--- src/verilog/vec_settings.svh ---
// Sizing macros for the vector unit
// Register count, data bytes and index widths
`ifndef VEC_SETTINGS_SVH
`define VEC_SETTINGS_SVH

// Bytes in one vector register
`define VEC_DATA_BYTES 16

// Number of vector registers
`define VEC_NUM_REGS 8

// Register index width
`define VEC_REG_ADDR_W 3

// Width of vl and vstart that holds 0 to VEC_DATA_BYTES
`define VEC_LEN_W 5

`endif

--- src/verilog/vec_pkg.sv ---
// Vector unit package
// Data, byte enable, mask, index and length types
// Enums for element width, operation and sequencer state
`include "vec_settings.svh"

package vec_pkg;

    // One vector register
    typedef logic [`VEC_DATA_BYTES*8-1:0] vec_data_t;

    // One bit per data byte
    typedef logic [`VEC_DATA_BYTES-1:0] vec_byte_en_t;

    // One bit per element index as laid out in a mask register
    typedef logic [`VEC_DATA_BYTES-1:0] vec_elem_mask_t;

    typedef logic [`VEC_REG_ADDR_W-1:0] vec_reg_addr_t;

    // vl or vstart
    typedef logic [`VEC_LEN_W-1:0] vec_len_t;

    // Element width encoded as log2 of the bytes per element
    typedef enum logic [1:0] {
        SEW_8  = 2'd0,
        SEW_16 = 2'd1,
        SEW_32 = 2'd2,
        SEW_64 = 2'd3
    } vec_sew_e;

    typedef enum logic [1:0] {
        OP_ADD  = 2'd0,
        OP_SUB  = 2'd1,
        OP_MSEQ = 2'd2,
        OP_MSLT = 2'd3
    } vec_op_e;

    typedef enum logic [2:0] {
        IDLE,
        READ,
        EXEC,
        WRITE,
        RESP
    } vec_ctrl_state_e;

endpackage

--- src/verilog/vec_op_if.sv ---
// Decoder to lane ALU bundle
// Operands, operation fields and per-byte lane controls
interface vec_op_if import vec_pkg::*; ();

    vec_data_t      srca;
    vec_data_t      srcb;
    vec_data_t      old_vd;
    vec_byte_en_t   byte_valid;
    vec_byte_en_t   merge;
    vec_elem_mask_t elem_active;
    vec_byte_en_t   wr_byte_en;
    vec_op_e        op;
    vec_sew_e       sew;

    modport decode (
        input  op, sew,
        output byte_valid, merge, elem_active, wr_byte_en
    );

    modport alu (
        input srca, srcb, old_vd, byte_valid, merge, elem_active, wr_byte_en, op, sew
    );

endinterface

--- src/verilog/vec_elem_decode.sv ---
// Element decoder
// Byte valids, carry merge bits, active elements and write byte enables
`include "vec_settings.svh"

module vec_elem_decode
import vec_pkg::*;
(
    vec_op_if.decode       op_if,
    input  vec_len_t       vl,
    input  vec_len_t       vstart,
    input  logic           vm,
    input  vec_elem_mask_t v0_mask
);

localparam int NB         = `VEC_DATA_BYTES;
// Bytes that hold a mask result with one bit per element
localparam int MASK_BYTES = NB / 8;

logic [3:0]     sew_vec;
vec_len_t       elem_count;
logic           is_cmp;
vec_elem_mask_t active;
vec_byte_en_t   valid;
vec_byte_en_t   merge;

// One-hot element width
assign sew_vec[0] = (op_if.sew == SEW_8);
assign sew_vec[1] = (op_if.sew == SEW_16);
assign sew_vec[2] = (op_if.sew == SEW_32);
assign sew_vec[3] = (op_if.sew == SEW_64);

// Elements that fit in one register
assign elem_count = vec_len_t'(NB) >> op_if.sew;

assign is_cmp = (op_if.op == OP_MSEQ) || (op_if.op == OP_MSLT);

// Element window [vstart, vl), register capacity and v0 mask
generate
    for (genvar i = 0; i < NB; i++) begin : gen_elem
        assign active[i] = (vstart <= vec_len_t'(i)) &
                           (vl > vec_len_t'(i)) &
                           (elem_count > vec_len_t'(i)) &
                           (~vm | v0_mask[i]);
    end
endgenerate

// Per byte, valid comes from the owning element
// merge is set where the carry runs into the next byte of the same element
generate
    for (genvar b = 0; b < NB; b++) begin : gen_byte
        assign valid[b] = (sew_vec[0] & active[b]) |
                          (sew_vec[1] & active[b/2]) |
                          (sew_vec[2] & active[b/4]) |
                          (sew_vec[3] & active[b/8]);

        assign merge[b] = (sew_vec[1] & ((b % 2) != 1)) |
                          (sew_vec[2] & ((b % 4) != 3)) |
                          (sew_vec[3] & ((b % 8) != 7));
    end
endgenerate

assign op_if.elem_active = active;
assign op_if.byte_valid  = valid;
assign op_if.merge       = merge;

// Compares only touch the mask bytes while the ALU keeps inactive mask bits
assign op_if.wr_byte_en = is_cmp ? vec_byte_en_t'({MASK_BYTES{1'b1}}) : valid;

// An active element needs a known element width
always_comb begin
    if (active != '0) begin
        assert (!$isunknown(op_if.sew))
            else $error("element width unknown while elements are active");
    end
end

endmodule

--- src/verilog/vec_regfile.sv ---
// Vector register file
// Registered operand reads, combinational host read port
// Byte-enabled datapath write and full-width host load
`include "vec_settings.svh"

module vec_regfile
import vec_pkg::*;
(
    input  logic           clk,
    input  logic           reset,
    input  logic           rd_en,
    input  vec_reg_addr_t  vs1_addr,
    input  vec_reg_addr_t  vs2_addr,
    input  vec_reg_addr_t  vd_addr,
    input  logic           wr_en,
    input  vec_byte_en_t   wr_byte_en,
    input  vec_data_t      wr_data,
    input  logic           load_en,
    input  vec_reg_addr_t  load_addr,
    input  vec_data_t      load_data,
    input  vec_reg_addr_t  host_addr,
    output vec_data_t      srca,
    output vec_data_t      srcb,
    output vec_data_t      old_vd,
    output vec_elem_mask_t v0_mask,
    output vec_data_t      host_data
);

vec_data_t regs [`VEC_NUM_REGS];

always_ff @(posedge clk) begin
    if (reset) begin
        for (int r = 0; r < `VEC_NUM_REGS; r++) begin
            regs[r] <= '0;
        end
    end else if (load_en) begin
        regs[load_addr] <= load_data;
    end else if (wr_en) begin
        for (int b = 0; b < `VEC_DATA_BYTES; b++) begin
            if (wr_byte_en[b]) begin
                regs[vd_addr][8*b +: 8] <= wr_data[8*b +: 8];
            end
        end
    end
end

// Operands stay put until the next read so decode and ALU see stable inputs
always_ff @(posedge clk) begin
    if (rd_en) begin
        srca    <= regs[vs1_addr];
        srcb    <= regs[vs2_addr];
        old_vd  <= regs[vd_addr];
        v0_mask <= regs[0][`VEC_DATA_BYTES-1:0];
    end
end

assign host_data = regs[host_addr];

// Host loads only happen while the sequencer is idle
assert property (@(posedge clk) disable iff (reset) !(wr_en && load_en))
    else $error("datapath write collides with host load");

endmodule

--- src/verilog/vec_lane_alu.sv ---
// Byte-lane vector ALU
// Add and subtract with element-bounded carries, equal and signed-less compares
// Merged result registered on exec_en
`include "vec_settings.svh"

module vec_lane_alu
import vec_pkg::*;
(
    input  logic      clk,
    input  logic      reset,
    input  logic      exec_en,
    vec_op_if.alu     op_if,
    output vec_data_t result
);

localparam int NB = `VEC_DATA_BYTES;

logic           is_sub;
logic           is_cmp;
vec_data_t      lane_sum;
vec_byte_en_t   lane_cout;
vec_byte_en_t   lane_eq;
vec_byte_en_t   lane_less;
vec_byte_en_t   cmp_byte;
vec_elem_mask_t elem_cmp;
vec_elem_mask_t mask_new;
vec_data_t      arith_data;
vec_data_t      next_result;

// Compares run through the subtract path as vs2 minus vs1
assign is_sub = (op_if.op != OP_ADD);
assign is_cmp = (op_if.op == OP_MSEQ) || (op_if.op == OP_MSLT);

generate
    for (genvar b = 0; b < NB; b++) begin : gen_lane
        logic       carry_in;
        logic [7:0] opa;
        logic [7:0] opb;

        assign opa = op_if.srcb[8*b +: 8];
        assign opb = is_sub ? ~op_if.srca[8*b +: 8] : op_if.srca[8*b +: 8];

        // Carry-in is the subtract one at each element start
        if (b == 0) begin : gen_first
            assign carry_in   = is_sub;
            assign lane_eq[b] = (lane_sum[8*b +: 8] == 8'h00);
        end else begin : gen_next
            assign carry_in   = op_if.merge[b-1] ? lane_cout[b-1] : is_sub;
            assign lane_eq[b] = (lane_sum[8*b +: 8] == 8'h00) &
                                (~op_if.merge[b-1] | lane_eq[b-1]);
        end

        assign {lane_cout[b], lane_sum[8*b +: 8]} = {1'b0, opa} + {1'b0, opb} + 9'(carry_in);

        // Signed vs2 < vs1 which holds its meaning at an element's top byte
        assign lane_less[b] = (opa[7] & ~op_if.srca[8*b+7]) |
                              (~(opa[7] ^ op_if.srca[8*b+7]) & lane_sum[8*b+7]);
    end
endgenerate

// Pick each element's compare bit from its top byte
always_comb begin
    cmp_byte = (op_if.op == OP_MSEQ) ? lane_eq : lane_less;
    elem_cmp = '0;
    unique case (op_if.sew)
        SEW_8: begin
            elem_cmp = cmp_byte;
        end
        SEW_16: begin
            for (int i = 0; i < NB/2; i++) begin
                elem_cmp[i] = cmp_byte[2*i+1];
            end
        end
        SEW_32: begin
            for (int i = 0; i < NB/4; i++) begin
                elem_cmp[i] = cmp_byte[4*i+3];
            end
        end
        SEW_64: begin
            for (int i = 0; i < NB/8; i++) begin
                elem_cmp[i] = cmp_byte[8*i+7];
            end
        end
    endcase
end

// Inactive bytes and mask bits stay undisturbed
always_comb begin
    for (int b = 0; b < NB; b++) begin
        arith_data[8*b +: 8] = op_if.byte_valid[b] ? lane_sum[8*b +: 8]
                                                   : op_if.old_vd[8*b +: 8];
    end
    mask_new = (elem_cmp & op_if.elem_active) | (op_if.old_vd[NB-1:0] & ~op_if.elem_active);
    if (is_cmp) begin
        next_result = {op_if.old_vd[$bits(vec_data_t)-1:NB], mask_new};
    end else begin
        next_result = arith_data;
    end
end

always_ff @(posedge clk) begin
    if (reset) begin
        result <= '0;
    end else if (exec_en) begin
        result <= next_result;
    end
end

endmodule

--- src/verilog/vec_issue_ctrl.sv ---
// Issue sequencer
// Command accept, instruction field capture and READ/EXEC/WRITE/RESP stepping
module vec_issue_ctrl
import vec_pkg::*;
(
    input  logic          clk,
    input  logic          reset,
    input  logic          cmd_valid,
    output logic          cmd_ready,
    input  vec_op_e       cmd_op,
    input  vec_reg_addr_t cmd_vd,
    input  vec_reg_addr_t cmd_vs1,
    input  vec_reg_addr_t cmd_vs2,
    input  vec_sew_e      cmd_sew,
    input  vec_len_t      cmd_vl,
    input  vec_len_t      cmd_vstart,
    input  logic          cmd_vm,
    input  logic          load_valid,
    output logic          load_ready,
    output logic          resp_valid,
    input  logic          resp_ready,
    output vec_reg_addr_t vd_addr,
    output vec_reg_addr_t vs1_addr,
    output vec_reg_addr_t vs2_addr,
    output vec_op_e       op,
    output vec_sew_e      sew,
    output vec_len_t      vl,
    output vec_len_t      vstart,
    output logic          vm,
    output logic          rd_en,
    output logic          exec_en,
    output logic          wr_en
);

vec_ctrl_state_e state;
vec_ctrl_state_e state_next;
logic            cmd_fire;

assign cmd_fire = cmd_valid & cmd_ready;

always_comb begin
    state_next = state;
    unique case (state)
        IDLE:    if (cmd_fire) state_next = READ;
        READ:    state_next = EXEC;
        EXEC:    state_next = WRITE;
        WRITE:   state_next = RESP;
        RESP:    if (resp_ready) state_next = IDLE;
        default: state_next = IDLE;
    endcase
end

always_ff @(posedge clk) begin
    if (reset) begin
        state    <= IDLE;
        op       <= OP_ADD;
        sew      <= SEW_8;
        vd_addr  <= '0;
        vs1_addr <= '0;
        vs2_addr <= '0;
        vl       <= '0;
        vstart   <= '0;
        vm       <= 1'b0;
    end else begin
        state <= state_next;
        if (cmd_fire) begin
            op       <= cmd_op;
            sew      <= cmd_sew;
            vd_addr  <= cmd_vd;
            vs1_addr <= cmd_vs1;
            vs2_addr <= cmd_vs2;
            vl       <= cmd_vl;
            vstart   <= cmd_vstart;
            vm       <= cmd_vm;
        end
    end
end

// A pending command wins over a host load
assign cmd_ready  = (state == IDLE);
assign load_ready = (state == IDLE) & ~cmd_valid;
assign resp_valid = (state == RESP);

assign rd_en   = (state == READ);
assign exec_en = (state == EXEC);
assign wr_en   = (state == WRITE);

// An accepted command starts the read with its fields held
assert property (@(posedge clk) disable iff (reset)
    cmd_fire |=> state == READ && op == $past(cmd_op) && vd_addr == $past(cmd_vd))
    else $error("accepted command not captured");

assert property (@(posedge clk) disable iff (reset) resp_valid && !resp_ready |=> resp_valid)
    else $error("resp_valid dropped before resp_ready");

// A host load never starts an instruction
assert property (@(posedge clk) disable iff (reset)
    load_valid && load_ready |=> state == IDLE)
    else $error("sequencer left IDLE on a host load");

endmodule

--- src/verilog/vec_unit_top.sv ---
// Vector execution unit top level
// Sequencer, register file, element decoder and lane ALU
module vec_unit_top
import vec_pkg::*;
(
    input  logic          clk,
    input  logic          reset,
    input  logic          cmd_valid,
    output logic          cmd_ready,
    input  vec_op_e       cmd_op,
    input  vec_reg_addr_t cmd_vd,
    input  vec_reg_addr_t cmd_vs1,
    input  vec_reg_addr_t cmd_vs2,
    input  vec_sew_e      cmd_sew,
    input  vec_len_t      cmd_vl,
    input  vec_len_t      cmd_vstart,
    input  logic          cmd_vm,
    input  logic          load_valid,
    output logic          load_ready,
    input  vec_reg_addr_t load_addr,
    input  vec_data_t     load_data,
    output logic          resp_valid,
    input  logic          resp_ready,
    input  vec_reg_addr_t rd_addr,
    output vec_data_t     rd_data
);

vec_reg_addr_t  vd_addr;
vec_reg_addr_t  vs1_addr;
vec_reg_addr_t  vs2_addr;
vec_len_t       vl;
vec_len_t       vstart;
logic           vm;
logic           rd_en;
logic           exec_en;
logic           wr_en;
logic           load_en;
vec_elem_mask_t v0_mask;
vec_data_t      alu_result;

vec_op_if op_if ();

assign load_en = load_valid & load_ready;

vec_issue_ctrl ctrl_i (
    .clk        (clk),
    .reset      (reset),
    .cmd_valid  (cmd_valid),
    .cmd_ready  (cmd_ready),
    .cmd_op     (cmd_op),
    .cmd_vd     (cmd_vd),
    .cmd_vs1    (cmd_vs1),
    .cmd_vs2    (cmd_vs2),
    .cmd_sew    (cmd_sew),
    .cmd_vl     (cmd_vl),
    .cmd_vstart (cmd_vstart),
    .cmd_vm     (cmd_vm),
    .load_valid (load_valid),
    .load_ready (load_ready),
    .resp_valid (resp_valid),
    .resp_ready (resp_ready),
    .vd_addr    (vd_addr),
    .vs1_addr   (vs1_addr),
    .vs2_addr   (vs2_addr),
    .op         (op_if.op),
    .sew        (op_if.sew),
    .vl         (vl),
    .vstart     (vstart),
    .vm         (vm),
    .rd_en      (rd_en),
    .exec_en    (exec_en),
    .wr_en      (wr_en)
);

vec_regfile regfile_i (
    .clk        (clk),
    .reset      (reset),
    .rd_en      (rd_en),
    .vs1_addr   (vs1_addr),
    .vs2_addr   (vs2_addr),
    .vd_addr    (vd_addr),
    .wr_en      (wr_en),
    .wr_byte_en (op_if.wr_byte_en),
    .wr_data    (alu_result),
    .load_en    (load_en),
    .load_addr  (load_addr),
    .load_data  (load_data),
    .host_addr  (rd_addr),
    .srca       (op_if.srca),
    .srcb       (op_if.srcb),
    .old_vd     (op_if.old_vd),
    .v0_mask    (v0_mask),
    .host_data  (rd_data)
);

vec_elem_decode decode_i (
    .op_if   (op_if.decode),
    .vl      (vl),
    .vstart  (vstart),
    .vm      (vm),
    .v0_mask (v0_mask)
);

vec_lane_alu alu_i (
    .clk     (clk),
    .reset   (reset),
    .exec_en (exec_en),
    .op_if   (op_if.alu),
    .result  (alu_result)
);

endmodule

--- config.mk ---
export PLATFORM = sky130hd
export DESIGN_NAME = vec_unit_top
export DESIGN_NICKNAME = d
export VERILOG_FILES = /design/src/verilog/vec_pkg.sv /design/src/verilog/vec_op_if.sv /design/src/verilog/vec_elem_decode.sv /design/src/verilog/vec_regfile.sv /design/src/verilog/vec_lane_alu.sv /design/src/verilog/vec_issue_ctrl.sv /design/src/verilog/vec_unit_top.sv
export VERILOG_INCLUDE_DIRS = /design/src /design/src/verilog
export SDC_FILE = /design/constraint.sdc
export NUM_CORES = 2
export LEC_CHECK = 0
export BUFFER_PORTS_ARGS = -buffer_cell sky130_fd_sc_hd__buf_2
export CORE_MARGIN = 5
export CORE_UTILIZATION = 47
export CTS_CLUSTER_SIZE = 16
export DETAILED_ROUTE_END_ITERATION = 12
export PLACE_DENSITY = 0.69
export SYNTH_ARGS = -nofsm -noshare
export SYNTH_HDL_FRONTEND = slang
export SYNTH_SLANG_ARGS = --single-unit
--- constraint.sdc ---
create_clock -name clk -period 50.9 [get_ports clk]
set_input_delay 10.18 -clock clk [delete_from_list [all_inputs] [get_ports clk]]
set_output_delay 10.18 -clock clk [all_outputs]
set_load 0.01 [all_outputs]
Yosys cells after proc, flatten, opt, wreduce, memory -nomap -nowiden
Memory sizes are Yosys's and may differ from the RTL's. A register that Yosys moved wholly into a read port is not among the register bits.
Cells that the tools add are included.

operators by class
  add/subtract/negate cells = 32
  $lt $le $gt $ge = 48
  equal/unequal tests = 11
  shift operators = 1
  multiplexer cells = 147
  bitwise logic cells = 297
  reduce and logical (&&, ||, !) cells = 23

operators by type and width
  operator              count
  $mux W128             3
  $mux W8               33
  $reduce_or A128 Y1    2
  $logic_not A8 Y1      16
  $not A8 Y8            16
  $and A1 B1 Y1         127
  $add A8 B8 Y9         14
  $add A9 B1 Y9         14
  $mux W1               100
  $or A1 B1 Y1          97
  $gt A5 B4 Y1 const B  16
  $mux W16              3
  $gt A5 B3 Y1 const B  8
  $le A5 B4 Y1 const B  8
  $not A1 Y1            37
  $and A16 B16 Y16      2
  $gt A5 B1 Y1 const B  4
  $gt A5 B2 Y1 const B  4
  $le A5 B3 Y1 const B  4
  $add A8 B1 Y8         2
  $add A8 B8 Y8         2
  $not A16 Y16          1
  $or A16 B16 Y16       1
  $xor A1 B1 Y1         16
  other kinds (20)      29

storage, ports and cells
  bits in registers = 155
  bits in writable memories = 1024
  input bits = 163
  output and inout port bits = 131
  memories kept = 1

memories
  name            words  width  read ports  clocked after Yosys merged registers in  wr ports  RTL line           source
  regfile_i.regs  8      128    5           4                                        8         vec_regfile.sv:29  vec_data_t regs [`VEC_NUM_REGS];

Longest topological paths before layout
  depth in word-level cells = 25
  depth in mapped cells = 74
  depth with buffers taken out = 72

Cells and area by module
From an unflattened synthesis, not the netlist that was laid out.

second synthesis, totals
  cell total of the unflattened synthesis = 9456
  area total of the unflattened synthesis = 109323.6 um2

by module, submodules not included
  module           instances  cells each  area each (um2)
  vec_regfile      1          7377        93171.9
  vec_lane_alu     1          1803        13923.4
  vec_issue_ctrl   1          120         1247.4
  vec_elem_decode  1          155         974.7
  vec_unit_top     1          1           6.3

Worst setup path after synthesis
Ideal clock, no wire load.

  kind = reg2reg
  start = register ctrl_i.state[1]
  end = register regfile_i.old_vd[0] (read register of regfile_i.regs), enable pin
  library setup time = 1735 ps
  data arrival time = 29357 ps
  setup slack = 19808 ps
  cell stages (with the launch flop) = 3
  buffers on the path = 1
  period minus slack after synthesis = 31092 ps
  cell sequence = dfxtp_1 -> clkbuf_1 -> nor3b_1

between the ends
  word-level cells in the longest chain between the ends = 1

ends and longest elaborated chain
  element                   RTL line              source
  start: declaration        vec_issue_ctrl.sv:35  vec_ctrl_state_e state;
  start signal: assignment  vec_issue_ctrl.sv:65  state <= state_next;
  $eq A3 B1 Y1              vec_issue_ctrl.sv:84  assign rd_en = (state == READ);
  end: declaration          vec_regfile.sv:24     output vec_data_t old_vd,

Every way passes these cells.
A chain may end at the register's enable or synchronous reset.

Worst setup path in the final report
  start = input port rd_addr[0]
  end = output port rd_data[47]

between the ends
  word-level cells in the longest chain between the ends = 1

ends and longest elaborated chain
  element             RTL line            source
  start: declaration  vec_unit_top.sv:24  input vec_reg_addr_t rd_addr,
  $mem_v2 Z8 W128     n/a
  end: declaration    vec_unit_top.sv:25  output vec_data_t rd_data

Every way passes these cells.

==> reports/metrics.yaml <==
nets: 7284
intPower_mw: 2.60
clockBufferDepth: 3
drc: 0
wl_per_cell_um: 32.7
maxSlewViolCount: 0
cap_violations: 0
final_hold_viol_count: 0
first_pass_iters: 6
overflow: 0
synthArstFlopShare_pct: 0
place_congestion: 0.924
drive_above_1_share_pct: 33.1
ys_types: 95
leakagePower_nw: 35.2
grt_usage_pct: 29.8
drtIter0Drc: 9758
ioPinCount: 294
root_buffer: "clkbuf_16"
fin_crit_sh_pct: 47.8
tightestPinTransition_ns: 1.39
start_util_pct: 47.3
crit_required_ns: 40.72
pwr-share-seq_pct: 42.6
area_delta_synth_final_pct: 10.5
numCtsBuffers: 175
synth_ff_type: "edfxtp_1"
worst_setup_path_start_kind: "input pin"
hold_depth: 2
status: "finished, final reports clean"
num_rows: 165
critical_path.max_fanout: 57
r2r_slack_ns: 32.35
dr_total_vias: 67850
syn_area_sq_um: 95800
portBuffers: 293
rsz0062_at_grt: "no"
syn_inst: 6887
clkTransAtPathRegs_ns: 0.06
grt_pass1_wl_um: 462000
hp-class: "reg2reg"
clock_skew_ns: 0.0288
insertion_delay_ns: 0.84
grt_max_degree: 117
die-height_um: 461
die_area_sq_um: 213000
ant_nets: 0
hpwlAfterDp_um: 201000
synth_warnings: 0
cts_resized: 0
ys_seq_area_share_pct: 47.9
relSlewSlack_pct: 6.93
h-tree-depth: 4
reg2regPathDepth: 73
cts_setup_buffers: 0
syn_nets: 7206
vias_per_cell: 6.92
whs_ns: 0.448
antenna_found_initial: 20
synth-edff-count: 1424
fmax_ghz: 0.0411
post-route-min-period_ns: 24.34
clock_sinks: 1579
cp_data_arrival_time_ns: 14.16
worst_setup_path_end_kind: "output port"
p_comb_share_pct: 22.9
cts_hold_buffers: 0
switchingPower_mw: 1.11
setup_viol: 0
die_w_um: 461
ir_drop_uv: 26.6
crit_type: "in2out"
core_sq_um: 203000
swShare_pct: 29.9
timing.setup.tns_ns: 0
drt-total-wl_um: 321000
clockPowerShare_pct: 34.6
cts_tree: "yes"
ys_ff_latch: 1579
power_density_nw_per_um2: 35.0
grt_pass1_vias: 66269
syn_area_per_cell_sq_um: 13.9
[per-layer routing]
metal / global-route usage [%] / share of wire, %
met2: 46.0 / 46
met4: 14.4 / 5.5
met5: 0 / 0.014
met1: 39.9 / 36
met3: 7.01 / 12
[layout make-up]
class,instances,area (sq um)
inverters,107,402
fillers,16585,96700
diodes,12,30.0
multi-input cells,4618,47400
clock buffers,254,4890
well taps,2672,3340
clock inverters,74,818
repair buffers,484,3020
flip-flops and latches,1579,45900
[power by group through the flow]
stage	Combinational, mW	Sequential, mW	Clock (mW)
after floorplan	0.589	1.59	0
after global placement	0.820	1.59	0
after detailed placement	0.833	1.60	0
after CTS	0.838	1.57	1.29
after global routing	0.899	1.58	1.34
final	0.847	1.58	1.28
[critical path: stages]
cell and delay, ns:
buf_8 0.53, buf_4 0.61, buf_4 0.74, buf_4 0.80, mux4_2 0.59, mux2_2 0.37, buf_2 0.17
[placed cells by master (no fill, tap or decap), types with 44 or more instances in the layout]
| master | instances |
|---|---|
| buf_4 | 184 |
| o21bai_1 | 119 |
| mux4_2 | 1024 |
| ha_1 | 126 |
| o21a_1 | 44 |
| a21oi_1 | 116 |
| edfxtp_1 | 1424 |
| nor2_1 | 1138 |
| inv_1 | 105 |
| buf_2 | 289 |
| a31oi_1 | 63 |
| nor3_1 | 181 |
| mux2_2 | 514 |
| nor2b_1 | 44 |
| clkbuf_1 | 60 |
| nand2_1 | 250 |
| a211oi_1 | 107 |
| dfxtp_1 | 144 |
| mux2i_1 | 94 |
| and3_1 | 59 |
| clkbuf_16 | 177 |
| a21o_1 | 69 |
| xnor2_1 | 147 |
| o21ai_0 | 79 |
[synthesized netlist by cell type (all sizes together) (44+ instances only)]
master | instances | area, sq um
edfxtp | 1424 | 42800
nand2 | 251 | 942
nor2 | 1144 | 4300
o21ai | 85 | 425
a31oi | 68 | 453
nor3 | 193 | 1030
buf | 200 | 856
mux2 | 514 | 5790
o21bai | 120 | 901
o21a | 45 | 338
dfxtp | 155 | 3100
xnor2 | 147 | 1290
a21oi | 123 | 616
nor2b | 44 | 275
a211oi | 107 | 803
ha | 126 | 1580
inv | 105 | 394
and3 | 59 | 369
a21o | 69 | 518
mux4 | 1024 | 23100
clkbuf | 383 | 1440
mux2i | 94 | 941
[sequential cells by signal (all words and copies together) (netlist names)]
| name | cells |
|---|---|
| regfile_i.srca | 128 |
| ctrl_i.vs2_addr | 3 |
| regfile_i.srcb | 128 |
| ctrl_i.vm | 1 |
| ctrl_i.op | 2 |
| regfile_i.v0_mask | 16 |
| regfile_i.old_vd | 128 |
| regfile_i.regs | 1024 |
| ctrl_i.vs1_addr | 3 |
| ctrl_i.sew | 2 |
| ctrl_i.vl | 5 |
| ctrl_i.state | 3 |
| ctrl_i.vstart | 5 |
| ctrl_i.vd_addr | 3 |
| alu_i.result | 128 |
[cells by family (layout without fill, tap and decap cells)]
group                    count (synthesis)  after routing  synth area share (%)
buffers and inverters                  690            919                  2.81
adder cells (fa/ha/maj)                156            156                  2.27
XOR/XNOR                               184            184                  1.68
other                                    0             12                     0
flip-flops                            1579           1579                  47.9
AND/OR/NAND/NOR                       1838           1838                  8.28
multiplexers                          1632           1632                  31.1
AO/OA/AOI/OAI                          808            808                  5.96
[stage by stage]
step / utilization, % / instances / area [sq um] / power [mW] / worst slack [ns]
finish: 52.2 / 9800 / 106000 / 3.70 / 26.56
global route: 52.2 / 9794 / 106000 / 3.82 / 26.27
detailed placement: 49.4 / 9460 / 100000 / 2.43 / 26.51
CTS: 52.2 / 9788 / 106000 / 3.70 / 26.52
floorplan: - / 6887 / 95800 / 2.18 / 19.81
global placement: 49.4 / 9460 / 100000 / 2.41 / 26.58
[worst paths after layout]
kind / from / to
max: rd_addr[0] / rd_data[47]
max reg2reg: ctrl_i.op[1]$_SDFFE_PP0P_ / alu_i.result[1]$_SDFFE_PP0N_
min reg2reg: alu_i.result[95]$_SDFFE_PP0N_ / alu_i.result[95]$_SDFFE_PP0N_
min: alu_i.result[95]$_SDFFE_PP0N_ / alu_i.result[95]$_SDFFE_PP0N_
(Power assumes the default switching activity.)
